## src/rename_pkg.sv

```systemverilog
// fixed sizes for the whole rename subsystem; one dispatch per cycle, tags are 4 bits, reset maps areg i to tag i
package rename_pkg;

    // architectural register file size
    localparam int NUM_AREGS = 8;
    // physical register file size
    localparam int NUM_PREGS = 16;
    // reorder buffer depth
    localparam int ROB_SZ = 8;
    // free list only ever holds the tags not in the committed map
    localparam int FREE_SZ = NUM_PREGS - NUM_AREGS;

    typedef logic [$clog2(NUM_AREGS)-1:0] areg_t;
    typedef logic [$clog2(NUM_PREGS)-1:0] preg_t;
    typedef logic [$clog2(ROB_SZ)-1:0] rob_idx_t;
    // extra msb is the wrap bit, so full and empty differ
    typedef logic [$clog2(ROB_SZ):0] rob_ptr_t;
    typedef logic [$clog2(FREE_SZ):0] free_ptr_t;

    // r0 is hardwired, never renamed
    localparam areg_t ZERO_AREG = '0;

    // identity mapping after reset
    function automatic preg_t reset_map_tag(input int unsigned areg);
        return preg_t'(areg);
    endfunction

    // slot i of the free list starts with tag NUM_AREGS + i
    function automatic preg_t reset_free_tag(input int unsigned slot);
        return preg_t'(NUM_AREGS + slot);
    endfunction

    // storage slot addressed by a free list pointer, wrap bit dropped
    function automatic int unsigned free_slot(input free_ptr_t ptr);
        return int'(ptr) % FREE_SZ;
    endfunction

    // storage slot addressed by a rob pointer, wrap bit dropped
    function automatic rob_idx_t rob_slot(input rob_ptr_t ptr);
        return rob_idx_t'(ptr);
    endfunction

endpackage

```

## src/arch_map.sv

```systemverilog
// committed rename map, one update per retire; entry for r0 never changes
module arch_map (
    input  logic              clock,
    input  logic              reset,
    input  logic              retire_en,
    input  rename_pkg::areg_t retire_areg,
    input  rename_pkg::preg_t retire_tag,
    output rename_pkg::preg_t arch_tags [rename_pkg::NUM_AREGS]
);

    // whole table is visible to the map table for flush recovery
    always_ff @(posedge clock) begin
        if (reset) begin
            for (int i = 0; i < rename_pkg::NUM_AREGS; i++) begin
                arch_tags[i] <= rename_pkg::reset_map_tag(i);
            end
        end else if (retire_en && (retire_areg != rename_pkg::ZERO_AREG)) begin
            // retiring instruction's tag becomes architectural
            arch_tags[retire_areg] <= retire_tag;
        end
    end

endmodule

```

## src/free_list.sv

```systemverilog
// circular free tag queue; pop and push only for nonzero destinations, flush restores a full lap
module free_list (
    input  logic              clock,
    input  logic              reset,
    input  logic              alloc_en,
    input  rename_pkg::areg_t dest_reg,
    input  logic              retire_en,
    input  rename_pkg::areg_t retire_areg,
    input  rename_pkg::preg_t freed_tag,
    input  logic              flush,
    output rename_pkg::preg_t front_tag,
    output logic              free_empty
);

    // tag storage, reloaded with the reset mapping
    rename_pkg::preg_t slots [rename_pkg::FREE_SZ];

    // read and write pointers with wrap bit
    rename_pkg::free_ptr_t rd_ptr;
    rename_pkg::free_ptr_t wr_ptr;

    logic pop;
    logic push;

    // r0 neither takes nor returns a tag
    assign pop = alloc_en && (dest_reg != rename_pkg::ZERO_AREG);
    assign push = retire_en && (retire_areg != rename_pkg::ZERO_AREG);

    assign free_empty = (rd_ptr == wr_ptr);

    // tag offered to the current dispatch; r0 sees tag 0
    assign front_tag = (dest_reg == rename_pkg::ZERO_AREG) ? '0
                                                           : slots[rename_pkg::free_slot(rd_ptr)];

    always_ff @(posedge clock) begin
        if (reset) begin
            for (int i = 0; i < rename_pkg::FREE_SZ; i++) begin
                slots[i] <= rename_pkg::reset_free_tag(i);
            end
            rd_ptr <= '0;
            // queue starts full, writer one lap ahead
            wr_ptr <= rename_pkg::free_ptr_t'(rename_pkg::FREE_SZ);
        end else begin
            if (flush) begin
                // popped tags not yet overwritten by a push are exactly
                // the squashed ones, so one lap back recovers them all
                rd_ptr <= wr_ptr ^ rename_pkg::free_ptr_t'(rename_pkg::FREE_SZ);
            end else if (pop) begin
                rd_ptr <= rd_ptr + rename_pkg::free_ptr_t'(1);
            end
            // retire_en is already low during flush
            if (push) begin
                slots[rename_pkg::free_slot(wr_ptr)] <= freed_tag;
                wr_ptr <= wr_ptr + rename_pkg::free_ptr_t'(1);
            end
        end
    end

endmodule

```

## src/map_table.sv

```systemverilog
// speculative rename map; r0 always reads tag 0, flush copies the committed map in one cycle
module map_table (
    input  logic              clock,
    input  logic              reset,
    input  logic              alloc_en,
    input  rename_pkg::areg_t dest_reg,
    input  rename_pkg::preg_t new_tag,
    input  rename_pkg::areg_t src_reg_a,
    input  rename_pkg::areg_t src_reg_b,
    input  logic              flush,
    input  rename_pkg::preg_t arch_tags [rename_pkg::NUM_AREGS],
    output rename_pkg::preg_t src_tag_a,
    output rename_pkg::preg_t src_tag_b,
    output rename_pkg::preg_t old_tag
);

    // newest tag per architectural register
    rename_pkg::preg_t spec_tags [rename_pkg::NUM_AREGS];

    // three combinational lookups, r0 forced to tag 0
    assign src_tag_a = (src_reg_a == rename_pkg::ZERO_AREG) ? '0 : spec_tags[src_reg_a];
    assign src_tag_b = (src_reg_b == rename_pkg::ZERO_AREG) ? '0 : spec_tags[src_reg_b];
    // previous mapping of the destination, stored in the rob for freeing
    assign old_tag = (dest_reg == rename_pkg::ZERO_AREG) ? '0 : spec_tags[dest_reg];

    always_ff @(posedge clock) begin
        if (reset) begin
            for (int i = 0; i < rename_pkg::NUM_AREGS; i++) begin
                spec_tags[i] <= rename_pkg::reset_map_tag(i);
            end
        end else if (flush) begin
            // recovery to the last retired state
            spec_tags <= arch_tags;
        end else if (alloc_en && (dest_reg != rename_pkg::ZERO_AREG)) begin
            spec_tags[dest_reg] <= new_tag;
        end
    end

endmodule

```

## src/rename_core.sv

```systemverilog
// rename and retire top; single dispatch, single retire, flush only at the retire point
module rename_core (
    input  logic                 clock,
    input  logic                 reset,
    input  logic                 dispatch_valid,
    input  rename_pkg::areg_t    dest_reg,
    input  rename_pkg::areg_t    src_reg_a,
    input  rename_pkg::areg_t    src_reg_b,
    input  logic                 retire_valid,
    input  logic                 flush,
    output logic                 stall,
    output rename_pkg::preg_t    src_tag_a,
    output rename_pkg::preg_t    src_tag_b,
    output rename_pkg::preg_t    dest_tag,
    output rename_pkg::preg_t    old_tag,
    output rename_pkg::rob_idx_t rob_index,
    output logic                 retire_done,
    output rename_pkg::areg_t    retire_areg,
    output rename_pkg::preg_t    retire_tag,
    output rename_pkg::preg_t    freed_tag,
    output logic                 rob_empty
);

    logic alloc_en;
    logic retire_en;
    logic free_empty;
    rename_pkg::preg_t front_tag;
    rename_pkg::preg_t arch_tags [rename_pkg::NUM_AREGS];

    // front tag is what the rob stores as the new tag, 0 for r0
    assign dest_tag = front_tag;
    assign retire_done = retire_en;

    // acceptance, stall and ordering
    reorder_buffer u_rob (
        .clock          (clock),
        .reset          (reset),
        .dispatch_valid (dispatch_valid),
        .flush          (flush),
        .retire_valid   (retire_valid),
        .dest_reg       (dest_reg),
        .new_tag        (front_tag),
        .old_tag_in     (old_tag),
        .free_empty     (free_empty),
        .stall          (stall),
        .alloc_en       (alloc_en),
        .retire_en      (retire_en),
        .rob_index      (rob_index),
        .retire_areg    (retire_areg),
        .retire_tag     (retire_tag),
        .freed_tag      (freed_tag),
        .rob_empty      (rob_empty)
    );

    // popped at dispatch, refilled by retire
    free_list u_free_list (
        .clock       (clock),
        .reset       (reset),
        .alloc_en    (alloc_en),
        .dest_reg    (dest_reg),
        .retire_en   (retire_en),
        .retire_areg (retire_areg),
        .freed_tag   (freed_tag),
        .flush       (flush),
        .front_tag   (front_tag),
        .free_empty  (free_empty)
    );

    // speculative lookups for sources and old destination
    map_table u_map_table (
        .clock     (clock),
        .reset     (reset),
        .alloc_en  (alloc_en),
        .dest_reg  (dest_reg),
        .new_tag   (front_tag),
        .src_reg_a (src_reg_a),
        .src_reg_b (src_reg_b),
        .flush     (flush),
        .arch_tags (arch_tags),
        .src_tag_a (src_tag_a),
        .src_tag_b (src_tag_b),
        .old_tag   (old_tag)
    );

    // committed state, source of flush recovery
    arch_map u_arch_map (
        .clock       (clock),
        .reset       (reset),
        .retire_en   (retire_en),
        .retire_areg (retire_areg),
        .retire_tag  (retire_tag),
        .arch_tags   (arch_tags)
    );

endmodule

```

## src/reorder_buffer.sv

```systemverilog
// in-order rob with single dispatch and single retire per cycle; flush empties it, no partial rollback
module reorder_buffer (
    input  logic                 clock,
    input  logic                 reset,
    input  logic                 dispatch_valid,
    input  logic                 flush,
    input  logic                 retire_valid,
    input  rename_pkg::areg_t    dest_reg,
    input  rename_pkg::preg_t    new_tag,
    input  rename_pkg::preg_t    old_tag_in,
    input  logic                 free_empty,
    output logic                 stall,
    output logic                 alloc_en,
    output logic                 retire_en,
    output rename_pkg::rob_idx_t rob_index,
    output rename_pkg::areg_t    retire_areg,
    output rename_pkg::preg_t    retire_tag,
    output rename_pkg::preg_t    freed_tag,
    output logic                 rob_empty
);

    // per-entry payload held between head and tail
    rename_pkg::areg_t entry_dest [rename_pkg::ROB_SZ];
    rename_pkg::preg_t entry_tag [rename_pkg::ROB_SZ];
    rename_pkg::preg_t entry_old [rename_pkg::ROB_SZ];

    // pointers carry a wrap bit above the index
    rename_pkg::rob_ptr_t head;
    rename_pkg::rob_ptr_t tail;

    logic rob_full;
    logic need_tag;
    rename_pkg::rob_idx_t head_slot;
    rename_pkg::rob_idx_t tail_slot;

    assign head_slot = rename_pkg::rob_slot(head);
    assign tail_slot = rename_pkg::rob_slot(tail);

    // full means same index with opposite wrap bit
    assign rob_full = (tail == (head ^ rename_pkg::rob_ptr_t'(rename_pkg::ROB_SZ)));
    assign rob_empty = (head == tail);

    // r0 destinations do not consume a free tag
    assign need_tag = (dest_reg != rename_pkg::ZERO_AREG);

    // built from registered state only, so a same-cycle retire
    // on a full buffer does not lower it
    assign stall = rob_full || (need_tag && free_empty);

    // flush wins over both dispatch and retire
    assign alloc_en = dispatch_valid && !stall && !flush;
    assign retire_en = retire_valid && !rob_empty && !flush;

    // index handed back to dispatch for this instruction
    assign rob_index = tail_slot;

    // head entry fields are valid whenever the buffer is not empty
    assign retire_areg = entry_dest[head_slot];
    assign retire_tag = entry_tag[head_slot];
    assign freed_tag = entry_old[head_slot];

    // payload write at the tail
    always_ff @(posedge clock) begin
        if (alloc_en) begin
            entry_dest[tail_slot] <= dest_reg;
            // free list front already reads 0 for r0
            entry_tag[tail_slot] <= new_tag;
            // map table returns 0 as the old tag of r0
            entry_old[tail_slot] <= old_tag_in;
        end
    end

    // pointer control
    always_ff @(posedge clock) begin
        if (reset) begin
            head <= '0;
            tail <= '0;
        end else if (flush) begin
            // everything in flight is squashed
            tail <= head;
        end else begin
            if (alloc_en) begin
                tail <= tail + rename_pkg::rob_ptr_t'(1);
            end
            if (retire_en) begin
                head <= head + rename_pkg::rob_ptr_t'(1);
            end
        end
    end

endmodule

```

## config.mk

```make
export PLATFORM = sky130hd
export DESIGN_NAME = rename_core
export DESIGN_NICKNAME = d
export VERILOG_FILES = /design/src/rename_pkg.sv /design/src/arch_map.sv /design/src/free_list.sv /design/src/map_table.sv /design/src/rename_core.sv /design/src/reorder_buffer.sv
export SDC_FILE = /design/constraint.sdc
export NUM_CORES = 1
export LEC_CHECK = 0
export BUFFER_PORTS_ARGS = -buffer_cell sky130_fd_sc_hd__buf_2
export CELL_PAD_IN_SITES_DETAIL_PLACEMENT = 1
export CELL_PAD_IN_SITES_GLOBAL_PLACEMENT = 1
export CORE_ASPECT_RATIO = 0.9
export CORE_MARGIN = 3
export CORE_UTILIZATION = 38
export DETAILED_ROUTE_END_ITERATION = 8
export GPL_TIMING_DRIVEN = 0
export PLACE_DENSITY = 0.66
export REMOVE_ABC_BUFFERS = 1
export SLEW_MARGIN = 20
export SYNTH_ARGS = -nofsm -noshare
export SYNTH_HDL_FRONTEND = slang
export SYNTH_HIERARCHICAL = 1
export SYNTH_SLANG_ARGS = --single-unit
```

## constraint.sdc

```tcl
create_clock -name clock -period 5.3 [get_ports clock]
set_input_delay 0 -clock clock [delete_from_list [all_inputs] [get_ports clock]]
set_output_delay 0 -clock clock [all_outputs]
set_load 0.01 [all_outputs]
```

==> out/qor.log, run 1 <==
INFO  outcome        outcome=finished, final reports clean
INFO  detailed_routing wl=25300um
INFO  grt            grt_pass1_wl=38900um
INFO  floorplan      ios=47
INFO  critical_path  timing.critical_path.slowest_stage_cell=sky130_fd_sc_hd__nand4bb_1
INFO  critical_path  worstPathCellList=xor2_1 -> nor4_1 -> o31ai_1 -> o41a_4 -> nand3_1 -> inv_1 -> nand4bb_1 -> nor3b_1 -> nor4_1
INFO  timing         fin_crit=3.22ns
INFO  floorplan      die_h=156um
INFO  detailed_routing drt-wirelength-per-cell=23.0um
INFO  cts            cts-buffers-inserted=17
INFO  timing         worst_pin_slew=0.972ns
INFO  grt            first_global_vias=6631
INFO  finish         finalNetCount=794
INFO  critical_path  path_buf_inv=1
INFO  critical_path  worstSetupStartpointType=flop
INFO  floorplan      floorplan.rows=54
INFO  floorplan      start_util=0.389
INFO  grt            overall_routing_resource_usage=0.193
INFO  finish         multi_input_area=0.00399mm^2
INFO  detailed_routing drc=0
INFO  logic_synthesis yosys_warnings=6
INFO  timing         timing_hold_violations_final=0
INFO  cts            path_clk_slew=0.08ns
INFO  timing         worst_slack=2.08ns
INFO  logic_synthesis mapped_avg_cell_area=12.5um^2
INFO  critical_path  timing.critical_path.fanout_max=11
INFO  critical_path  critical-path-max-stage-delay=0.56ns
INFO  pwr            finalPower=3.37mW
INFO  timing         finalCritPeriodShare=0.608
INFO  timing         maxClockFrequency=0.310GHz
INFO  placement      place_ws=1.65ns
INFO  cts            post-cts-setup-buffers=0
INFO  cts            tritoncts_clock_tree=done
INFO  critical_path  worstPathRequired=5.64ns
INFO  floorplan      floorplan_die_area=0.0268mm^2
INFO  detailed_routing antenna_violating_nets_left=0
INFO  pwr            areal_power_density_over_the_cells=320mW/mm^2
INFO  grt            final_global_route_overflow_total=0
INFO  finish         n_antenna_cell=0
INFO  floorplan      die_w=172um
INFO  critical_path  kind_of_cell_adding_the_most_delay_to_the_critical_path=simple AND/OR/NAND/NOR gates
INFO  run            drv_cap=0
INFO  finish         layout.filler_cells=2545
INFO  timing         worst_slew_margin_rel=0.351
INFO  timing         slew_violations=0
INFO  cts            ctsResizeCount=0
INFO  critical_path  critPathKind=reg2reg
INFO  pwr            power.leakage=3.58nW
INFO  timing         finalSetupViolations=0
INFO  cts            clkLatencyLatePin=0.44ns
INFO  timing         finalSetupTns=0ns
INFO  finish         layout.cells.most_common=sky130_fd_sc_hd__edfxtp_1
INFO  grt            grt_max_degree=90
INFO  detailed_routing dr_total_vias=6336
INFO  detailed_routing first_iter_violations=528
INFO  detailed_routing firstDrtPassIters=4
INFO  placement      portbufs=46
INFO  finish         area_growth=11.3%
INFO  critical_path  critical_path_arrival=3.57ns
INFO  placement      detailed_placement_hpwl=17300um
INFO  finish         ff_latch_area=0.00517mm^2
INFO  critical_path  cpMostUsedCell=sky130_fd_sc_hd__nor4_1
INFO  finish         final_cell_mix=sky130_fd_sc_hd__edfxtp_1, sky130_fd_sc_hd__dfxtp_1, sky130_fd_sc_hd__mux2i_1
INFO  grt            antenna_violations_before_repair=1
INFO  cts            number_of_buffers_between_clock_root_and_the_deepest_sink=2
INFO  logic_synthesis total_standard_cell_area_after_synthesis=0.00945mm^2
INFO  logic_synthesis syn_inst=754
INFO  critical_path  end_kind=flop
INFO  floorplan      total_core_area=0.0243mm^2
INFO  pwr            vdd.ir_drop.worst=0.232mV
INFO  timing         fin_skew=0.0130ns
INFO  detailed_routing viasPerCell=5.78
INFO  min_path       hold_class=in2reg
INFO  cts            root_buffer=sky130_fd_sc_hd__clkbuf_16
INFO  cts            cts_sinks=198
INFO  timing         unrepaired_setup_endpoints_after_global_routing=no
INFO  cts            htree_num_levels=4
INFO  finish         post_route_cells_drive_above_1_share=0.217
INFO  placement      gp_congestion=0.821
INFO  finish         fin_util=0.433
through the flow:
| stage | instances | cell area [um^2] | hold WS [ns] |
|---|---|---|---|
| after floorplan | 702 | 9170 | 0.0662 |
| after global placement | 1056 | 9790 | 0.368 |
| after detailed placement | 1064 | 9930 | 0.377 |
| after CTS | 1097 | 10500 | 0.0147 |
| after global routing | 1097 | 10500 | 0.0370 |
| final | 1097 | 10500 | 0.0282 |
what timing repair did:
| item | in CTS | in global routing |
|---|---|---|
| endpoints found under the setup margin | 0 | 0 |
| hold endpoints to repair | 1 | 0 |
| hold buffers | 1 | 0 |
layout make-up:
cell class / instances / share of cell area
Tap cell: 308 / 0.0366
Multi-Input combinational cell: 490 / 0.379
Timing Repair Buffer: 55 / 0.0333
Sequential cell: 198 / 0.491
Clock buffer: 17 / 0.0404
Inverter: 14 / 0.00499
Clock inverter: 15 / 0.0149
metal layers:
layer,GRT usage,wire (um),vias up
li1,-,-,2929
met3,0.0355,986,22
met1,0.276,12000,3246
met2,0.307,12000,139
met4,0.0433,257,0
met5,0,0,-
final timing paths:
| check | start | cells past startpoint | slack, ns | to |
|---|---|---|---|---|
| worst max-delay path | u_free_list/wr_ptr[0] | 9 | 2.08 | u_map_table/spec_tags[20] |
| worst min-delay path | reset | 2 | 0.03 | u_rob/head[1] |
| worst max register to register | u_free_list/wr_ptr[0] | 9 | 2.08 | u_map_table/spec_tags[20] |
| worst min register to register | u_arch_map/arch_tags[15] | 2 | 0.48 | u_arch_map/arch_tags[15] |
flip-flops by register name, summed over array words and instances, names as in the netlist, named ones only:
signal,flops
u_arch_map/arch_tags,28
u_rob/entry_old,32
u_map_table/spec_tags,28
u_rob/tail,4
u_free_list/slots,32
u_free_list/rd_ptr,4
u_rob/entry_tag,32
u_rob/entry_dest,24
u_rob/head,4
u_free_list/wr_ptr,4
power by group:
group | internal (mW) | switching, mW
combinational | 0.140 | 0.236
sequential | 1.67 | 0.0389
clock | 0.670 | 0.613
total | 2.48 | 0.889
worst reg2reg max path, stage by stage (launching register included):
cell and delay (ns):
sky130_fd_sc_hd__dfxtp_1 0.50, sky130_fd_sc_hd__xor2_1 0.20, sky130_fd_sc_hd__nor4_1 0.09, sky130_fd_sc_hd__o31ai_1 0.13
sky130_fd_sc_hd__o41a_4 0.29, sky130_fd_sc_hd__nand3_1 0.24, sky130_fd_sc_hd__inv_1 0.50, sky130_fd_sc_hd__nand4bb_1 0.57
sky130_fd_sc_hd__nor3b_1 0.34, sky130_fd_sc_hd__nor4_1 0.28
Note: power is estimated with default switching activity, not from simulation.
==> run 2, diff against run 1 <==
--- a/config.mk
+++ b/config.mk
@@ -5,6 +5,7 @@
 export SDC_FILE = /design/constraint.sdc
 export NUM_CORES = 1
 export LEC_CHECK = 0
+export ABC_AREA = 1
 export BUFFER_PORTS_ARGS = -buffer_cell sky130_fd_sc_hd__buf_2
 export CELL_PAD_IN_SITES_DETAIL_PLACEMENT = 1
 export CELL_PAD_IN_SITES_GLOBAL_PLACEMENT = 1
@@ -13,7 +14,7 @@
 export CORE_UTILIZATION = 38
 export DETAILED_ROUTE_END_ITERATION = 8
 export GPL_TIMING_DRIVEN = 0
-export PLACE_DENSITY = 0.66
+export PLACE_DENSITY = 0.73
 export REMOVE_ABC_BUFFERS = 1
 export SLEW_MARGIN = 20
 export SYNTH_ARGS = -nofsm -noshare
==> constraint.sdc (replaced) <==
create_clock -name clock -period 2.9 [get_ports clock]
set_input_delay 0 -clock clock [delete_from_list [all_inputs] [get_ports clock]]
set_output_delay 0 -clock clock [all_outputs]
set_load 0.01 [all_outputs]
==> run 2 against run 1 <==
Count of clock-buffer cells in the layout increased by 19. Clock skew increased by 0.0038 ns. Utilization increased by 0.86 points. Highest routed layer unchanged. Largest power group unchanged. Clock power up 140%. Critical path type unchanged. First-iteration DRC count is 37% higher. Global-route usage increased by 2.2 points. Combinational power increased by 150%. Area after synthesis is 7.6% higher. Final cell count grew 52%. Worst setup slack worse by 1.9 ns. Power grew 120%. Die area is 7.4% higher.
==> out/qor.log, run 2 <==
INFO  cts            cts_sinks=206 [+4.0%]
INFO  finish         n_antenna_cell=0 [unchanged]
INFO  floorplan      ios=47 [unchanged]
INFO  floorplan      start_util=0.388 [about the same]
INFO  cts            number_of_buffers_between_clock_root_and_the_deepest_sink=3 [+1]
INFO  critical_path  timing.critical_path.fanout_max=12 [+1]
INFO  timing         unrepaired_setup_endpoints_after_global_routing=no
INFO  timing         fin_skew=0.0167ns [+0.00378 ns]
INFO  logic_synthesis total_standard_cell_area_after_synthesis=0.0102mm^2 [+7.6%]
INFO  outcome        outcome=finished, final reports clean
INFO  detailed_routing firstDrtPassIters=5 [+1]
INFO  finish         area_growth=13.6%
INFO  min_path       worst_hold_path.num_cells=1 [-1]
INFO  floorplan      floorplan.rows=56 [+3.7%]
INFO  min_path       hold_class=in2reg
INFO  critical_path  reg2reg_depth=10 [+1]
INFO  grt            grt_pass1_wl=49300um [+27%]
INFO  logic_synthesis mapped_avg_cell_area=7.94um^2 [-37%]
INFO  detailed_routing viasPerCell=5.30 [-8.2%]
INFO  finish         layout.filler_cells=3135 [+23%]
INFO  logic_synthesis mux_share_of_post_synthesis_cell_area=0
INFO  logic_synthesis yosysSeqAreaShare=0.523
INFO  logic_synthesis yosys-top-cells-area=sky130_fd_sc_hd__edfxtp_1, sky130_fd_sc_hd__dfxtp_1, sky130_fd_sc_hd__nand2_1, sky130_fd_sc_hd__nor2_1, sky130_fd_sc_hd__nand3_1
INFO  pwr            finalPower=7.28mW [+120%]
INFO  grt            grt_max_degree=50 [-44%]
INFO  min_path       critical_hold_path_startpoint=dest_reg[2]
INFO  timing         worst_pin_slew=1.02ns [+0.0451 ns]
INFO  timing         maxClockFrequency=0.371GHz [+20%]
INFO  critical_path  end_kind=flop
INFO  logic_synthesis netlist_top_cells_count=sky130_fd_sc_hd__nand2_1, sky130_fd_sc_hd__nor2_1, sky130_fd_sc_hd__nand3_1
INFO  logic_synthesis syn_inst=1281 [+70%]
INFO  logic_synthesis synth_top_cell_area_share=0.354
INFO  finish         finalNetCount=1322 [+66%]
INFO  grt            overall_routing_resource_usage=0.215 [+0.0220]
INFO  logic_synthesis most_numerous_cell_in_the_yosys_netlist=sky130_fd_sc_hd__nand2_1
INFO  finish         post_route_cells_drive_above_1_share=0.126 [-0.0912]
INFO  finish         ff_latch_area=0.00533mm^2 [+3.2%]
INFO  logic_synthesis ys_seq_elements=206
INFO  timing         finalCritPeriodShare=0.929 [+0.320]
INFO  detailed_routing wl=30700um [+22%]
INFO  detailed_routing drt-wirelength-per-cell=18.4um [-20%]
INFO  logic_synthesis synth_simple_gate_area_frac=0.318
INFO  logic_synthesis async_reset_ff_frac=0
INFO  timing         slew_violations=0 [unchanged]
INFO  cts            clkLatencyLatePin=0.51ns [+0.07 ns]
INFO  detailed_routing antenna_violating_nets_left=0 [unchanged]
INFO  placement      gp_congestion=0.800 [-2.5%]
INFO  floorplan      total_core_area=0.0262mm^2 [+7.7%]
INFO  finish         final_cell_mix=sky130_fd_sc_hd__nand2_1, sky130_fd_sc_hd__nor2_1, sky130_fd_sc_hd__nand3_1
INFO  pwr            vdd.ir_drop.worst=0.486mV [+110%]
INFO  cts            path_clk_slew=0.06ns [-0.02 ns]
INFO  timing         timing_hold_violations_final=0 [unchanged]
INFO  detailed_routing dr_total_vias=8856 [+40%]
INFO  critical_path  r2r_setup_slack=0.21ns [-1.87 ns]
INFO  logic_synthesis yosys.area_share.adder=0.00492
INFO  grt            antenna_violations_before_repair=0 [-1]
INFO  critical_path  critPathKind=reg2reg
INFO  cts            tritoncts_clock_tree=done
INFO  logic_synthesis synth_cell_types=36
INFO  critical_path  worstReg2RegEnd=u_free_list/slots[4][2]
INFO  timing         worst_slew_margin_rel=0.322 [-0.0292]
INFO  floorplan      die_h=161um [+3.6%]
INFO  timing         whs=0.0230ns [-0.00516 ns]
INFO  cts            htree_num_levels=1 [-3]
INFO  finish         layout.cells.most_common=sky130_fd_sc_hd__nand2_1
INFO  critical_path  worstSetupStartpointType=flop
INFO  run            drv_cap=0 [unchanged]
INFO  floorplan      die_w=178um [+3.6%]
INFO  finish         multi_input_area=0.00422mm^2 [+5.8%]
INFO  logic_synthesis yosys_warnings=6 [unchanged]
INFO  timing         fin_crit=2.69ns [-0.532 ns]
INFO  placement      detailed_placement_hpwl=21400um [+24%]
INFO  logic_synthesis synth_xor_xnor_area_share=0.00689
INFO  grt            first_global_vias=8874 [+34%]
INFO  placement      portbufs=46 [unchanged]
INFO  critical_path  worstPathRequired=3.12ns [-2.52 ns]
INFO  logic_synthesis synth_edf_count=120
INFO  logic_synthesis netlist.top_cell.by_area=sky130_fd_sc_hd__edfxtp_1
INFO  critical_path  critical_path_arrival=2.91ns [-0.66 ns]
INFO  floorplan      floorplan_die_area=0.0288mm^2 [+7.4%]
INFO  pwr            areal_power_density_over_the_cells=630mW/mm^2 [+97%]
INFO  timing         finalSetupViolations=0 [unchanged]
INFO  pwr            power.leakage=4.71nW [+32%]
INFO  logic_synthesis synth_top_family_by_area=simple AND/OR/NAND/NOR gates
INFO  grt            final_global_route_overflow_total=0 [unchanged]
INFO  min_path       endpoint_with_the_worst_hold_slack=u_rob/entry_dest[0][2]
INFO  logic_synthesis yosys_most_used_dff=sky130_fd_sc_hd__edfxtp_1
INFO  cts            cts-buffers-inserted=24 [+7]
INFO  detailed_routing drc=0 [unchanged]
INFO  cts            root_buffer=sky130_fd_sc_hd__clkbuf_16
INFO  detailed_routing first_iter_violations=725 [+37%]
INFO  logic_synthesis fraction_of_the_mapped_netlist_area_in_compound_gates=0.0768
==> run 2: cell type report <==
cell class / instances / area share
Inverter: 100 / 0.0335
Timing Repair Buffer: 60 / 0.0318
Multi-Input combinational cell: 912 / 0.365
Clock inverter: 8 / 0.00822
Sequential cell: 206 / 0.461
Tap cell: 348 / 0.0377
Clock buffer: 36 / 0.0630
==> run 2: how the worst max path moves through the flow <==
stage                     startpoint                   endpoint  cells past startpoint
2_1_floorplan                   flop    u_free_list/slots[0][0]                     11
5_1_grt                         flop  u_map_table/spec_tags[25]                     12
6_report                        flop    u_free_list/slots[4][2]                     10
4_1_cts        u_free_list/wr_ptr[2]     u_rob/entry_dest[5][2]                      9
3_5_place_dp                    flop    u_free_list/slots[0][0]                     12
3_3_place_gp                    flop    u_free_list/slots[0][0]                     11
==> run 2: through the flow <==
step	setup TNS, ns	cells	utilization	setup WS (ns)	cell area [um^2]
6_report	0	1670	0.441	0.207	11600
5_1_grt	0	1670	0.441	0.00459	11600
4_1_cts	-5.42	1666	0.438	-0.205	11500
3_5_place_dp	-33.13	1615	0.403	-0.598	10600
3_3_place_gp	-118.75	1612	0.401	-1.19	10500
2_1_floorplan	0	1218	-	0.0511	9840
==> run 2: metal layers <==
metal,global-route usage,part of all wire
met5,0,0
met4,0.0340,0.012
met3,0.0228,0.042
met2,0.320,0.43
met1,0.341,0.52
==> run 2: what timing repair did <==
action,4_1_cts,5_1_grt
endpoints found under the setup margin,140,84
pin swaps,1,1
setup buffers,4,4
resized for setup,14,11
hold buffers,3,0
hold endpoints to repair,19,0
==> run 2: kinds of logic after synthesis <==
logic type | after synthesis
xor gates and xnor gates | 8
buffers and inverters | 163
DFF | 206
adders and majority gates | 4
AOI/OAI and AO/OA | 136
and+or+nand+nor | 764
==> run 2: power by group <==
group          switching (mW)  internal [mW]  total, mW  leakage [nW]
Combinational           0.684          0.253      0.937          2.54
Clock                    1.18           1.91       3.09         0.409
Sequential             0.0722           3.18       3.26          1.76
==> run 2: critical path: stages (launching register included) <==
cell                      delay (ns)
sky130_fd_sc_hd__dfxtp_1        0.73
sky130_fd_sc_hd__inv_1          0.44
sky130_fd_sc_hd__nand2_1        0.24
sky130_fd_sc_hd__nand2_4        0.13
sky130_fd_sc_hd__nor2_1         0.15
sky130_fd_sc_hd__nand2_2        0.09
sky130_fd_sc_hd__nand2_4        0.13
sky130_fd_sc_hd__nor3_4         0.07
sky130_fd_sc_hd__buf_12         0.18
sky130_fd_sc_hd__nand2_1        0.09
sky130_fd_sc_hd__nand2_1        0.13
==> run 3, diff against run 2 <==
--- a/config.mk
+++ b/config.mk
@@ -14,6 +14,7 @@
 export CORE_UTILIZATION = 38
 export DETAILED_ROUTE_END_ITERATION = 8
 export GPL_TIMING_DRIVEN = 0
+export HOLD_SLACK_MARGIN = 0.12
 export PLACE_DENSITY = 0.73
 export REMOVE_ABC_BUFFERS = 1
 export SLEW_MARGIN = 20
==> constraint.sdc (replaced) <==
create_clock -name clock -period 2.3 [get_ports clock]
set_input_delay 0 -clock clock [delete_from_list [all_inputs] [get_ports clock]]
set_output_delay 0 -clock clock [all_outputs]
set_load 0.01 [all_outputs]
==> run 3 against run 2 <==
Critical path depth rose by 2. The run now ends with setup timing left. Critical endpoint is now u_free_list/slots[4][0]. Wire length up 13%. Flip-flop and latch count unchanged. Highest routed layer unchanged. Maximum frequency up 14%. Final cell count grew 3.2%. Worst hold slack improved by 0.12 ns. Utilization grew 3.8 points. Global-route usage rose by 1.4 points. Via count rose by 5.7%. First-iteration DRC count up 11%.
==> out/qor.log, run 3 (synthesized netlist as in run 2, its figures left out) <==
INFO  floorplan      floorplan.rows=56 [unchanged]
INFO  critical_path  crit_cells=12 [+2]
INFO  grt            antenna_violations_before_repair=0 [unchanged]
INFO  finish         layout.cells.most_common=sky130_fd_sc_hd__nand2_1
INFO  grt            overall_routing_resource_usage=0.229 [+0.0140]
INFO  critical_path  critical-path-max-stage-delay=0.44ns [-0.29 ns]
INFO  grt            final_global_route_overflow_total=0 [unchanged]
INFO  detailed_routing drt-wirelength-per-cell=20.2um [+9.8%]
INFO  critical_path  cpMostUsedCell=sky130_fd_sc_hd__nand2_4
INFO  finish         post_route_cells_drive_above_1_share=0.203 [+0.0773]
INFO  critical_path  worstPathCellList=clkbuf_16 -> nor2_2 -> o32ai_2 -> nand2_1 -> nand2_4 -> nor2_2 -> nand2_2 -> nand2_4 -> nor3_4 -> buf_12 -> nand2_4 -> nor2_1
INFO  floorplan      ios=47 [unchanged]
INFO  cts            path_clk_slew=0.06ns [about the same]
INFO  placement      portbufs=46 [unchanged]
INFO  finish         finalNetCount=1375 [+4.0%]
INFO  critical_path  r2r_setup_slack=-0.06ns [-0.26 ns]
INFO  timing         finalSetupViolations=9 [+9]
INFO  detailed_routing dr_total_vias=9357 [+5.7%]
INFO  detailed_routing antenna_violating_nets_left=0 [unchanged]
INFO  cts            number_of_buffers_between_clock_root_and_the_deepest_sink=3 [unchanged]
INFO  timing         slew_violations=0 [unchanged]
INFO  grt            grt_pass1_wl=51900um [+5.4%]
INFO  floorplan      start_util=0.388 [unchanged]
INFO  run            drv_cap=0 [unchanged]
INFO  cts            htree_num_levels=1 [unchanged]
INFO  floorplan      die_w=178um [unchanged]
INFO  critical_path  worstReg2RegEnd=u_free_list/slots[4][0]
INFO  detailed_routing first_iter_violations=806 [+11%]
INFO  critical_path  reg2reg_depth=12 [+2]
INFO  critical_path  timing.critical_path.fanout_max=8 [-4]
INFO  min_path       worst_hold_path.num_cells=5 [+4]
INFO  critical_path  timing.critical_path.to=u_free_list/slots[4][0]
INFO  finish         n_antenna_cell=0 [unchanged]
INFO  timing         worst_slew_margin_rel=0.295 [-0.0272]
INFO  cts            cts_sinks=206 [unchanged]
INFO  placement      detailed_placement_hpwl=21400um [unchanged]
INFO  pwr            areal_power_density_over_the_cells=758mW/mm^2 [+20%]
INFO  finish         multi_input_area=0.00458mm^2 [+8.5%]
INFO  detailed_routing wl=34800um [+13%]
INFO  floorplan      die_h=161um [unchanged]
INFO  placement      gp_congestion=0.800 [unchanged]
INFO  timing         worst_slack=-0.0552ns [-0.262 ns]
INFO  outcome        violations_in_the_final_reports=setup timing
INFO  finish         ff_latch_area=0.00535mm^2 [+0.31%]
INFO  floorplan      floorplan_die_area=0.0288mm^2 [unchanged]
INFO  pwr            vdd.ir_drop.worst=0.616mV [+27%]
INFO  detailed_routing firstDrtPassIters=5 [unchanged]
INFO  timing         timing_hold_violations_final=0 [unchanged]
INFO  detailed_routing viasPerCell=5.43 [+2.4%]
INFO  critical_path  timing.critical_path.slowest_stage_cell=sky130_fd_sc_hd__dfxtp_4
INFO  outcome        outcome=finished with violations
INFO  timing         worst_pin_slew=1.06ns [+0.0408 ns]
INFO  critical_path  worstSetupStartpointType=flop
INFO  critical_path  critPathKind=reg2reg
INFO  critical_path  critical_path_arrival=2.67ns [-0.24 ns]
INFO  timing         unrepaired_setup_endpoints_after_global_routing=yes
INFO  finish         fin_util=0.479 [+0.0381]
INFO  cts            clkLatencyLatePin=0.52ns [about the same]
INFO  grt            grt_max_degree=50 [unchanged]
INFO  timing         finalCritPeriodShare=1.02 [+0.0954]
INFO  finish         final_cell_mix=sky130_fd_sc_hd__nand2_1, sky130_fd_sc_hd__nor2_1, sky130_fd_sc_hd__nand3_1
INFO  finish         layout.filler_cells=3102 [-1.1%]
INFO  timing         fin_skew=0.0173ns [+0.000566 ns]
INFO  floorplan      total_core_area=0.0262mm^2 [unchanged]
INFO  critical_path  kind_of_cell_adding_the_most_delay_to_the_critical_path=simple AND/OR/NAND/NOR gates
INFO  cts            cts-buffers-inserted=24 [unchanged]
INFO  timing         fin_crit=2.36ns [-0.338 ns]
INFO  min_path       hold_class=in2reg
INFO  cts            root_buffer=sky130_fd_sc_hd__clkbuf_16
INFO  timing         maxClockFrequency=0.425GHz [+14%]
INFO  critical_path  worstPathRequired=2.62ns [-0.50 ns]
INFO  grt            first_global_vias=9244 [+4.2%]
INFO  finish         area_growth=23.4%
INFO  detailed_routing drc=0 [unchanged]
INFO  pwr            power.leakage=5.12nW [+8.6%]
INFO  cts            tritoncts_clock_tree=done
INFO  critical_path  end_kind=flop
INFO  placement      place_ws=-1.20ns [-0.600 ns]
INFO  critical_path  path_buf_inv=2 [unchanged]
run 3: layout make-up:
type / instances / share of cell area
timing repair buffer: 110 / 0.0756
clock inverter: 8 / 0.00757
sequential: 206 / 0.426
tap: 348 / 0.0347
inverter: 100 / 0.0320
clock buffer: 36 / 0.0580
timing repair inverter: 3 / 0.00229
multi-input combinational: 912 / 0.364
run 3: stage by stage:
step                cell area, um^2  hold WS (ns)  TNS (ns)  power, mW  cells
floorplan                      9840        0.0691    -37.47       4.83   1218
global placement              10500         0.320   -245.15       5.29   1612
detailed placement            10600         0.331   -145.23       5.32   1615
CTS                           12100         0.121    -0.327       9.41   1702
global route                  12600         0.156     -4.25       9.88   1723
finish                        12600         0.138    -0.145       9.52   1723
run 3: repair_timing:
item / in CTS / in global routing
buffers inserted: 33 / 21
gates resized for setup: 66 / 76
gates cloned: 4 / 2
hold buffers: 6 / 0
pin swaps: 17 / 17
endpoints found under the hold margin: 47 / 0
setup endpoints to repair: 251 / 160
run 3: worst min-delay path by stage:
stage / from / to
finish: dest_reg[0] / u_map_table/spec_tags[26]
global route: dest_reg[0] / u_map_table/spec_tags[26]
CTS: dest_reg[0] / u_map_table/spec_tags[26]
detailed placement: retire_valid / u_rob/head[3]
global placement: retire_valid / u_rob/head[3]
floorplan: reset / u_free_list/wr_ptr[2]
run 3: worst reg2reg max path: stages, from the launching register on:
cell and delay [ns]:
sky130_fd_sc_hd__dfxtp_4 0.44, sky130_fd_sc_hd__clkbuf_16 0.18, sky130_fd_sc_hd__nor2_2 0.04, sky130_fd_sc_hd__o32ai_2 0.25, sky130_fd_sc_hd__nand2_1 0.15, sky130_fd_sc_hd__nand2_4 0.15, sky130_fd_sc_hd__nor2_2 0.06, sky130_fd_sc_hd__nand2_2 0.08
sky130_fd_sc_hd__nand2_4 0.09, sky130_fd_sc_hd__nor3_4 0.18, sky130_fd_sc_hd__buf_12 0.20, sky130_fd_sc_hd__nand2_4 0.08, sky130_fd_sc_hd__nor2_1 0.25
run 3: where the power goes:
part           total (mW)  leakage (nW)  internal [mW]  switching [mW]
logic                1.47          2.94          0.472            1.00
clock network        3.95         0.409           2.41            1.54
registers            4.10          1.76           4.01          0.0879
total                9.52          5.12           6.90            2.62
run 3: routing by layer:
| layer | GRT usage | wire length (um) | up-vias |
|---|---|---|---|
| met2 | 0.343 | 15700 | 263 |
| met5 | 0 | 0 | - |
| met3 | 0.0270 | 2080 | 38 |
| met1 | 0.359 | 16600 | 4685 |
| met4 | 0.0379 | 420 | 0 |
| li1 | - | - | 4371 |
